[src/common/f8_defs.svh]
`ifndef F8_DEFS_SVH
`define F8_DEFS_SVH

// datapath widths
`define F8_WORD_W 16
`define F8_BYTE_W 8
`define F8_INST_W 24

// first fetch address out of reset
`define F8_RESET_PC 16'h4000

// pc increments by instruction length
`define F8_LEN_1 16'd1
`define F8_LEN_2 16'd2
`define F8_LEN_3 16'd3

// register file indices
`define F8_REG_X 2'd0
`define F8_REG_Y 2'd1
`define F8_REG_Z 2'd2

`endif

[src/common/f8_isa_pkg.sv]
`include "f8_defs.svh"

package f8_isa_pkg;

	typedef enum logic [`F8_BYTE_W-1:0] {
		// one byte
		NOP         = 8'h00,
		TRAP        = 8'h01,
		INC_XL      = 8'h02,
		DEC_XL      = 8'h03,
		ADD_XL_YL   = 8'h04,
		SUB_XL_ZL   = 8'h05,
		AND_XL_YL   = 8'h06,
		XOR_XL_ZL   = 8'h07,
		// two bytes, imm8 or displacement
		LD_XL_IMMD  = 8'h40,
		ADD_XL_IMMD = 8'h41,
		ADC_XL_IMMD = 8'h42,
		SUB_XL_IMMD = 8'h43,
		AND_XL_IMMD = 8'h44,
		OR_XL_IMMD  = 8'h45,
		XOR_XL_IMMD = 8'h46,
		JR_D        = 8'h48,
		JRZ_D       = 8'h49,
		JRNZ_D      = 8'h4a,
		JRC_D       = 8'h4b,
		// three bytes, imm16 or direct address
		LDW_Y_IMMD  = 8'h80,
		LDW_Z_IMMD  = 8'h81,
		LD_XL_DIR   = 8'h82,
		LD_DIR_XL   = 8'h83,
		LDW_DIR_Y   = 8'h84,
		JP_IMMD     = 8'h85
	} opcode_t;

	// opcode sits in the first byte fetched
	typedef union packed {
		struct packed {
			logic [`F8_WORD_W-1:0] imm16;
			opcode_t               opcode;
		} wide;
		struct packed {
			logic [`F8_BYTE_W-1:0] pad;
			logic [`F8_BYTE_W-1:0] imm8;
			opcode_t               opcode;
		} narrow;
	} inst_t;

	typedef enum logic [3:0] {
		PASS_B,
		ADD,
		ADC,
		SUB,
		AND,
		OR,
		XOR,
		INC,
		DEC
	} alu_op_t;

	typedef struct packed {
		logic o;
		logic z;
		logic n;
		logic c;
	} flags_t;

endpackage

[src/common/f8_bus_pkg.sv]
`include "f8_defs.svh"

package f8_bus_pkg;

	// direct read, answered one cycle later
	typedef struct packed {
		logic [`F8_WORD_W-1:0] addr;
		logic                  en;
	} dread_t;

	// en[0] low byte, en[1] high byte
	typedef struct packed {
		logic [`F8_WORD_W-1:0] addr;
		logic [`F8_WORD_W-1:0] data;
		logic [1:0]            en;
	} dwrite_t;

endpackage

[src/core/f8_decoder.sv]
`timescale 1ns/1ns

`include "f8_defs.svh"

module f8_decoder (
	input  f8_isa_pkg::inst_t        exec_inst,
	input  logic [`F8_WORD_W-1:0]    x,
	input  logic [`F8_WORD_W-1:0]    y,
	input  logic [`F8_WORD_W-1:0]    z,
	input  logic [`F8_BYTE_W-1:0]    result,
	input  logic [`F8_WORD_W-1:0]    dread_data,
	output f8_isa_pkg::alu_op_t      alu_op,
	output logic [`F8_BYTE_W-1:0]    alu_a,
	output logic [`F8_BYTE_W-1:0]    alu_b,
	output logic                     flag_en,
	output logic [1:0]               reg_addr,
	output logic [1:0]               reg_en,
	output logic [`F8_WORD_W-1:0]    reg_data,
	output f8_bus_pkg::dwrite_t      dwrite,
	output logic                     trap
);

	f8_isa_pkg::opcode_t op;

	assign op = exec_inst.wide.opcode;

	always_comb
	begin
		// accumulator ops on xl with imm8 unless noted
		alu_op = f8_isa_pkg::PASS_B;
		alu_a = x[`F8_BYTE_W-1:0];
		alu_b = exec_inst.narrow.imm8;
		flag_en = 1'b0;
		reg_addr = `F8_REG_X;
		reg_en = 2'b00;
		reg_data = {{`F8_BYTE_W{1'b0}}, result};
		dwrite.addr = exec_inst.wide.imm16;
		dwrite.data = {{`F8_BYTE_W{1'b0}}, x[`F8_BYTE_W-1:0]};
		dwrite.en = 2'b00;
		trap = 1'b0;

		case (op)
			f8_isa_pkg::TRAP:
				trap = 1'b1;
			f8_isa_pkg::INC_XL:
			begin
				alu_op = f8_isa_pkg::INC;
				flag_en = 1'b1;
				reg_en = 2'b01;
			end
			f8_isa_pkg::DEC_XL:
			begin
				alu_op = f8_isa_pkg::DEC;
				flag_en = 1'b1;
				reg_en = 2'b01;
			end
			f8_isa_pkg::ADD_XL_YL, f8_isa_pkg::AND_XL_YL:
			begin
				alu_op = (op == f8_isa_pkg::ADD_XL_YL) ? f8_isa_pkg::ADD : f8_isa_pkg::AND;
				alu_b = y[`F8_BYTE_W-1:0];
				flag_en = 1'b1;
				reg_en = 2'b01;
			end
			f8_isa_pkg::SUB_XL_ZL, f8_isa_pkg::XOR_XL_ZL:
			begin
				alu_op = (op == f8_isa_pkg::SUB_XL_ZL) ? f8_isa_pkg::SUB : f8_isa_pkg::XOR;
				alu_b = z[`F8_BYTE_W-1:0];
				flag_en = 1'b1;
				reg_en = 2'b01;
			end
			// plain loads leave the flags alone
			f8_isa_pkg::LD_XL_IMMD:
				reg_en = 2'b01;
			f8_isa_pkg::ADD_XL_IMMD, f8_isa_pkg::ADC_XL_IMMD, f8_isa_pkg::SUB_XL_IMMD,
			f8_isa_pkg::AND_XL_IMMD, f8_isa_pkg::OR_XL_IMMD, f8_isa_pkg::XOR_XL_IMMD:
			begin
				case (op)
					f8_isa_pkg::ADD_XL_IMMD: alu_op = f8_isa_pkg::ADD;
					f8_isa_pkg::ADC_XL_IMMD: alu_op = f8_isa_pkg::ADC;
					f8_isa_pkg::SUB_XL_IMMD: alu_op = f8_isa_pkg::SUB;
					f8_isa_pkg::AND_XL_IMMD: alu_op = f8_isa_pkg::AND;
					f8_isa_pkg::OR_XL_IMMD:  alu_op = f8_isa_pkg::OR;
					default:                 alu_op = f8_isa_pkg::XOR;
				endcase
				flag_en = 1'b1;
				reg_en = 2'b01;
			end
			// read was issued when this instruction arrived
			f8_isa_pkg::LD_XL_DIR:
			begin
				reg_en = 2'b01;
				reg_data = dread_data;
			end
			f8_isa_pkg::LDW_Y_IMMD, f8_isa_pkg::LDW_Z_IMMD:
			begin
				reg_addr = (op == f8_isa_pkg::LDW_Y_IMMD) ? `F8_REG_Y : `F8_REG_Z;
				reg_en = 2'b11;
				reg_data = exec_inst.wide.imm16;
			end
			f8_isa_pkg::LD_DIR_XL:
				dwrite.en = 2'b01;
			f8_isa_pkg::LDW_DIR_Y:
			begin
				dwrite.data = y;
				dwrite.en = 2'b11;
			end
			// branches and unknown opcodes act as nop here
			default: ;
		endcase
	end

endmodule

[src/core/f8_alu.sv]
`timescale 1ns/1ns

`include "f8_defs.svh"

module f8_alu (
	input  logic                     clk,
	input  logic                     reset,
	input  f8_isa_pkg::alu_op_t      alu_op,
	input  logic [`F8_BYTE_W-1:0]    alu_a,
	input  logic [`F8_BYTE_W-1:0]    alu_b,
	input  logic                     flag_en,
	output logic [`F8_BYTE_W-1:0]    result,
	output f8_isa_pkg::flags_t       next_flags
);

	f8_isa_pkg::flags_t flags;
	f8_isa_pkg::flags_t alu_flags;
	logic [`F8_BYTE_W-1:0] b_eff;
	logic [`F8_BYTE_W-1:0] b_add;
	logic [`F8_BYTE_W:0] sum;
	logic subtract;
	logic carry_in;
	logic ovf;

	// one adder for add, adc, sub, inc and dec
	always_comb
	begin
		b_eff = alu_b;
		subtract = 1'b0;
		carry_in = 1'b0;
		case (alu_op)
			f8_isa_pkg::ADC: carry_in = flags.c;
			f8_isa_pkg::SUB: subtract = 1'b1;
			f8_isa_pkg::INC: b_eff = `F8_BYTE_W'(1);
			f8_isa_pkg::DEC:
			begin
				b_eff = `F8_BYTE_W'(1);
				subtract = 1'b1;
			end
			default: ;
		endcase
	end

	// a - b as a + ~b + 1, so carry out is the inverted borrow
	assign b_add = subtract ? ~b_eff : b_eff;
	assign sum = alu_a + b_add + (subtract | carry_in);
	assign ovf = (alu_a[`F8_BYTE_W-1] == b_add[`F8_BYTE_W-1]) &&
		(sum[`F8_BYTE_W-1] != alu_a[`F8_BYTE_W-1]);

	always_comb
	begin
		case (alu_op)
			f8_isa_pkg::AND: result = alu_a & alu_b;
			f8_isa_pkg::OR:  result = alu_a | alu_b;
			f8_isa_pkg::XOR: result = alu_a ^ alu_b;
			f8_isa_pkg::PASS_B: result = alu_b;
			default: result = sum[`F8_BYTE_W-1:0];
		endcase

		alu_flags.z = (result == '0);
		alu_flags.n = result[`F8_BYTE_W-1];
		alu_flags.o = ovf;
		alu_flags.c = subtract ? ~sum[`F8_BYTE_W] : sum[`F8_BYTE_W];
		case (alu_op)
			f8_isa_pkg::AND, f8_isa_pkg::OR, f8_isa_pkg::XOR, f8_isa_pkg::PASS_B:
			begin
				alu_flags.o = 1'b0;
				alu_flags.c = 1'b0;
			end
			// inc and dec keep the carry
			f8_isa_pkg::INC, f8_isa_pkg::DEC:
				alu_flags.c = flags.c;
			default: ;
		endcase
	end

	assign next_flags = flag_en ? alu_flags : flags;

	always_ff @(posedge clk)
	begin
		if (reset)
			flags <= '0;
		else
			flags <= next_flags;
	end

endmodule

[src/core/f8_regfile.sv]
`timescale 1ns/1ns

`include "f8_defs.svh"

module f8_regfile (
	input  logic                     clk,
	input  logic [1:0]               reg_addr,
	input  logic [1:0]               reg_en,
	input  logic [`F8_WORD_W-1:0]    reg_data,
	output logic [`F8_WORD_W-1:0]    x,
	output logic [`F8_WORD_W-1:0]    y,
	output logic [`F8_WORD_W-1:0]    z,
	output logic [`F8_WORD_W-1:0]    next_x,
	output logic [`F8_WORD_W-1:0]    next_y,
	output logic [`F8_WORD_W-1:0]    next_z
);

	logic [`F8_WORD_W-1:0] regs [3];
	logic [`F8_WORD_W-1:0] next_regs [3];

	// per-byte merge of the write into each register
	for (genvar i = 0; i < 3; i++)
	begin : g_reg
		logic hit;

		assign hit = (reg_addr == 2'(i));
		assign next_regs[i][`F8_WORD_W-1:`F8_BYTE_W] = (hit && reg_en[1]) ?
			reg_data[`F8_WORD_W-1:`F8_BYTE_W] : regs[i][`F8_WORD_W-1:`F8_BYTE_W];
		assign next_regs[i][`F8_BYTE_W-1:0] = (hit && reg_en[0]) ?
			reg_data[`F8_BYTE_W-1:0] : regs[i][`F8_BYTE_W-1:0];
	end

	always_ff @(posedge clk)
	begin
		regs <= next_regs;
	end

	assign x = regs[`F8_REG_X];
	assign y = regs[`F8_REG_Y];
	assign z = regs[`F8_REG_Z];

	assign next_x = next_regs[`F8_REG_X];
	assign next_y = next_regs[`F8_REG_Y];
	assign next_z = next_regs[`F8_REG_Z];

endmodule

[src/core/f8_fetch.sv]
`timescale 1ns/1ns

`include "f8_defs.svh"

module f8_fetch (
	input  logic                     clk,
	input  logic                     reset,
	input  f8_isa_pkg::inst_t        iread_data,
	input  logic                     iread_valid,
	input  f8_isa_pkg::flags_t       next_flags,
	output logic [`F8_WORD_W-1:0]    iread_addr,
	output f8_bus_pkg::dread_t       dread,
	output f8_isa_pkg::inst_t        exec_inst
);

	// pc is the address of the word arriving this cycle
	logic [`F8_WORD_W-1:0] pc;
	logic [`F8_WORD_W-1:0] next_pc;
	logic [`F8_WORD_W-1:0] disp;
	logic fetch_on;
	logic arrived;
	logic taken;
	f8_isa_pkg::opcode_t op;

	function automatic logic [`F8_WORD_W-1:0] inst_len(input f8_isa_pkg::opcode_t opc);
		case (opc)
			f8_isa_pkg::LD_XL_IMMD, f8_isa_pkg::ADD_XL_IMMD, f8_isa_pkg::ADC_XL_IMMD,
			f8_isa_pkg::SUB_XL_IMMD, f8_isa_pkg::AND_XL_IMMD, f8_isa_pkg::OR_XL_IMMD,
			f8_isa_pkg::XOR_XL_IMMD, f8_isa_pkg::JR_D, f8_isa_pkg::JRZ_D,
			f8_isa_pkg::JRNZ_D, f8_isa_pkg::JRC_D:
				inst_len = `F8_LEN_2;
			f8_isa_pkg::LDW_Y_IMMD, f8_isa_pkg::LDW_Z_IMMD, f8_isa_pkg::LD_XL_DIR,
			f8_isa_pkg::LD_DIR_XL, f8_isa_pkg::LDW_DIR_Y, f8_isa_pkg::JP_IMMD:
				inst_len = `F8_LEN_3;
			default:
				inst_len = `F8_LEN_1;
		endcase
	endfunction

	// nothing has been requested yet in the first cycle out of reset
	assign arrived = iread_valid && fetch_on;
	assign op = iread_data.wide.opcode;
	assign disp = {{`F8_BYTE_W{iread_data.narrow.imm8[`F8_BYTE_W-1]}}, iread_data.narrow.imm8};

	// conditions see the flags of the instruction executing now
	always_comb
	begin
		case (op)
			f8_isa_pkg::JR_D:   taken = 1'b1;
			f8_isa_pkg::JRZ_D:  taken = next_flags.z;
			f8_isa_pkg::JRNZ_D: taken = !next_flags.z;
			f8_isa_pkg::JRC_D:  taken = next_flags.c;
			default:            taken = 1'b0;
		endcase

		if (!arrived)
			next_pc = pc;
		else if (op == f8_isa_pkg::JP_IMMD)
			next_pc = iread_data.wide.imm16;
		else if (taken)
			next_pc = pc + `F8_LEN_2 + disp;
		else
			next_pc = pc + inst_len(op);
	end

	assign iread_addr = next_pc;

	always_comb
	begin
		dread.addr = iread_data.wide.imm16;
		dread.en = arrived && (op == f8_isa_pkg::LD_XL_DIR);
	end

	always_ff @(posedge clk)
	begin
		if (reset)
		begin
			pc <= `F8_RESET_PC;
			fetch_on <= 1'b0;
			exec_inst <= f8_isa_pkg::inst_t'(`F8_INST_W'(f8_isa_pkg::NOP));
		end
		else
		begin
			pc <= next_pc;
			fetch_on <= 1'b1;
			// bubble on a stalled fetch
			exec_inst <= arrived ? iread_data :
				f8_isa_pkg::inst_t'(`F8_INST_W'(f8_isa_pkg::NOP));
		end
	end

endmodule

[src/rtl/f8_core.sv]
`timescale 1ns/1ns

`include "f8_defs.svh"

module f8_core (
	input  logic                     clk,
	input  logic                     reset,
	output logic [`F8_WORD_W-1:0]    iread_addr,
	input  f8_isa_pkg::inst_t        iread_data,
	input  logic                     iread_valid,
	output f8_bus_pkg::dread_t       dread,
	input  logic [`F8_WORD_W-1:0]    dread_data,
	output f8_bus_pkg::dwrite_t      dwrite,
	output logic                     trap
);

	f8_isa_pkg::inst_t exec_inst;
	f8_isa_pkg::alu_op_t alu_op;
	f8_isa_pkg::flags_t next_flags;
	logic [`F8_BYTE_W-1:0] alu_a;
	logic [`F8_BYTE_W-1:0] alu_b;
	logic [`F8_BYTE_W-1:0] result;
	logic flag_en;
	logic [1:0] reg_addr;
	logic [1:0] reg_en;
	logic [`F8_WORD_W-1:0] reg_data;
	logic [`F8_WORD_W-1:0] x;
	logic [`F8_WORD_W-1:0] y;
	logic [`F8_WORD_W-1:0] z;

	f8_fetch u_fetch (.clk, .reset, .iread_data, .iread_valid, .next_flags,
		.iread_addr, .dread, .exec_inst);

	f8_decoder u_decoder (.exec_inst, .x, .y, .z, .result, .dread_data, .alu_op, .alu_a,
		.alu_b, .flag_en, .reg_addr, .reg_en, .reg_data, .dwrite, .trap);

	f8_alu u_alu (.clk, .reset, .alu_op, .alu_a, .alu_b, .flag_en, .result, .next_flags);

	// bypassed values are not needed at this level
	f8_regfile u_regfile (.clk, .reg_addr, .reg_en, .reg_data, .x, .y, .z,
		.next_x(), .next_y(), .next_z());

endmodule

[config.mk]
export PLATFORM = sky130hd
export DESIGN_NAME = f8_core
export DESIGN_NICKNAME = d
export VERILOG_FILES = /design/src/common/f8_isa_pkg.sv /design/src/common/f8_bus_pkg.sv /design/src/core/f8_decoder.sv /design/src/core/f8_alu.sv /design/src/core/f8_regfile.sv /design/src/core/f8_fetch.sv /design/src/rtl/f8_core.sv
export VERILOG_INCLUDE_DIRS = /design/src /design/src/common
export SDC_FILE = /design/constraint.sdc
export NUM_CORES = 1
export LEC_CHECK = 0
export ABC_AREA = 1
export BUFFER_PORTS_ARGS = -buffer_cell sky130_fd_sc_hd__clkbuf_2
export CELL_PAD_IN_SITES_DETAIL_PLACEMENT = 2
export CELL_PAD_IN_SITES_GLOBAL_PLACEMENT = 2
export CORE_MARGIN = 10
export CORE_UTILIZATION = 32
export CTS_CLUSTER_SIZE = 12
export DETAILED_ROUTE_END_ITERATION = 16
export PLACE_DENSITY = 0.84
export SYNTH_ARGS = -nofsm -noshare
export SYNTH_HDL_FRONTEND = slang
export SYNTH_HIERARCHICAL = 1
export SYNTH_SLANG_ARGS = --single-unit
[constraint.sdc]
create_clock -name clk -period 7 [get_ports clk]
set_clock_uncertainty 0.2 [all_clocks]
set_input_delay 1.05 -clock clk [delete_from_list [all_inputs] [get_ports clk]]
set_output_delay 1.05 -clock clk [all_outputs]
set_load 0.01 [all_outputs]
==> flow_summary.toml <==
[run_status]
status = "finished, final reports clean"

[clock_network]
clk_latency_ns = 0.35
cts_sinks = 75
cts_buffer_depth = 2
numCtsBuffers = 9
tritoncts = "yes"
clock-root-buffer = "clkbuf_16"
clk_pin_slew_ns = 0.07
htreeDepth = 3

[drt]
post_drt_wl_per_cell_microns = 20.1
ant_nets = 0
drt-vias-per-instance = 5.18
first_iter_violations = 375
num_vias = 8054
drc_errors = 0
drt_pass1_iterations = 4
wl_mm = 31.3

[worst_setup_path]
end_kind = "output pin"
critical_path_class = "flop to output pin"
critical_path_arrival_ns = 5.40
cpMaxStageDelayCell = "fa_1"
critPathMaxFanout = 16
cpLargestDelayFamily = "simple AND/OR/NAND/NOR gates"
crit_top_cell = "nand2_1"
critPathRequiredTime_ns = 5.75
cp-start-kind = "flop"
crit_path_max_incr_delay_ns = 0.42
path_buf_inv = 5

[final_layout]
n_antenna_cell = 0
area_delta_synth_final_pct = 11.6
layout-drive-gt1-share_pct = 17.8
stdcell_count = 1554
layout.nets = 1365

[placement]
dpl.hpwl_mm = 24.1
place_congestion = 0.879
placedCellCount = 1529
dp_worst_setup_slack_ns = 0.603
port_buffers = 110

[grt]
grt_use_total_pct = 20.7
grt_max_degree = 28
grt_pass1_wl_mm = 48.1
grt_antenna_before_repair = 0
overflow = 0
grt_pass1_vias = 8790

[timing]
period_share_pct = 95.0
slew_headroom_pct = 24.4
setup_slack_ns = 0.352
fin_crit_ns = 6.65
setup_viol = 0
final.setup.tns_ns = 0
worst_pin_slew_ns = 1.13
finalMaxSlewViolations = 0
fmax_mhz = 150
hold_violations = 0

[synthesis]
syn-mean-instance-area_sq_um = 6.11
yosysWarningCount = 6
synth_nets = 1302
syn_inst = 1201
synth_area_sq_um = 7340

[pwr]
ir_drop_mv = 0.103
p_switching_mw = 0.536
p_comb_share_pct = 29.5
p_per_area_nw_per_um2 = 169
p_int_mw = 0.850
seq_power_share_pct = 37.8
power_frac_clock_pct = 32.6
switching_share_pct = 38.7
leakagePower_nw = 4.62

[run]
max-cap-violations = 0

[die]
dieArea_sq_um = 29400
die_w_microns = 171
std_cell_rows = 55
coreArea_sq_um = 22600
initial_core_util_pct = 32.5
ios = 111
die_h_microns = 171

[hold_path]
hold_class = "flop to flop"
worst min-delay path, stage by stage (launching register included):
cell and delay [ns]:
dfxtp_1 0.31, nand2_1 0.06, nand2_1 0.04
state kept, by name (all words and copies together), names as in the netlist:
signal and cells:
u_fetch/exec_inst 24, u_fetch/pc 16, u_regfile/y 16, u_regfile/x 8, u_regfile/z 8, u_alu/flags 2
u_fetch/fetch_on 1
power groups by stage:
stage	registers (mW)	clock network, mW	logic (mW)
final	0.524	0.452	0.409
after global routing	0.529	0.478	0.463
after CTS	0.524	0.461	0.406
after detailed placement	0.533	0	0.400
after global placement	0.532	0	0.380
after floorplan	0.499	0	0.296
cell type report:
class	instances	area, sq um
fillers	2882	14400
multi-input cells	879	4730
repair buffers	123	652
well taps	285	357
inverters	176	668
clock inverters	7	52.6
clock buffers	9	225
flip-flops and latches	75	1500
cell usage in the layout, fill, tap and decap left out, types with 9 or more instances in the layout:
| cell | count |
|---|---|
| clkbuf_16 | 9 |
| nand4_1 | 34 |
| nand2_2 | 11 |
| o21ai_0 | 18 |
| xor2_1 | 14 |
| buf_4 | 12 |
| clkbuf_2 | 110 |
| a21oi_1 | 28 |
| nand3b_1 | 14 |
| nand3_2 | 13 |
| nand3_1 | 114 |
| nor2_2 | 12 |
| nand2_1 | 392 |
| dfxtp_1 | 75 |
| nor2_1 | 109 |
| inv_2 | 10 |
| ha_1 | 54 |
| o21ai_1 | 11 |
| inv_1 | 163 |
timing repair:
action / CTS / global route
setup endpoints to repair: 0 / 16
buffers inserted: 0 / 9
resized for setup: 0 / 17
endpoints found under the hold margin: 0 / 0
hold buffers: 0 / 0
worst paths after layout:
path / from / to / slack (ns) / cells past startpoint
max reg2reg: u_fetch/exec_inst[0]$_SDFF_PP0_ / u_fetch/pc[1]$_SDFF_PP0_ / 1.78 / 30
max: u_fetch/exec_inst[0]$_SDFF_PP0_ / iread_addr[0] / 0.35 / 33
min reg2reg: u_regfile/y[11]$_DFF_P_ / u_regfile/y[11]$_DFF_P_ / 0.25 / 2
min: u_regfile/y[11]$_DFF_P_ / u_regfile/y[11]$_DFF_P_ / 0.25 / 2
stage by stage:
| step | hold WS, ns | util (%) | total power [mW] | instance area, sq um |
|---|---|---|---|---|
| floorplan | 0.219 | - | 0.795 | 7340 |
| global placement | 0.231 | 34.4 | 0.912 | 7770 |
| detailed placement | 0.237 | 34.4 | 0.933 | 7770 |
| CTS | 0.258 | 35.6 | 1.39 | 8050 |
| global route | 0.276 | 36.3 | 1.47 | 8190 |
| finish | 0.255 | 36.3 | 1.39 | 8190 |
metal layers:
metal  vias up  part of all wire (%)  track usage [%]
met2       153                    54             39.7
met3        59                   3.6             3.46
met1      3971                    39             22.5
met5         -                     0                0
met4         0                   3.2             6.84
li1       3871                     -                -
No activity file was read; power rests on OpenSTA's default activity.
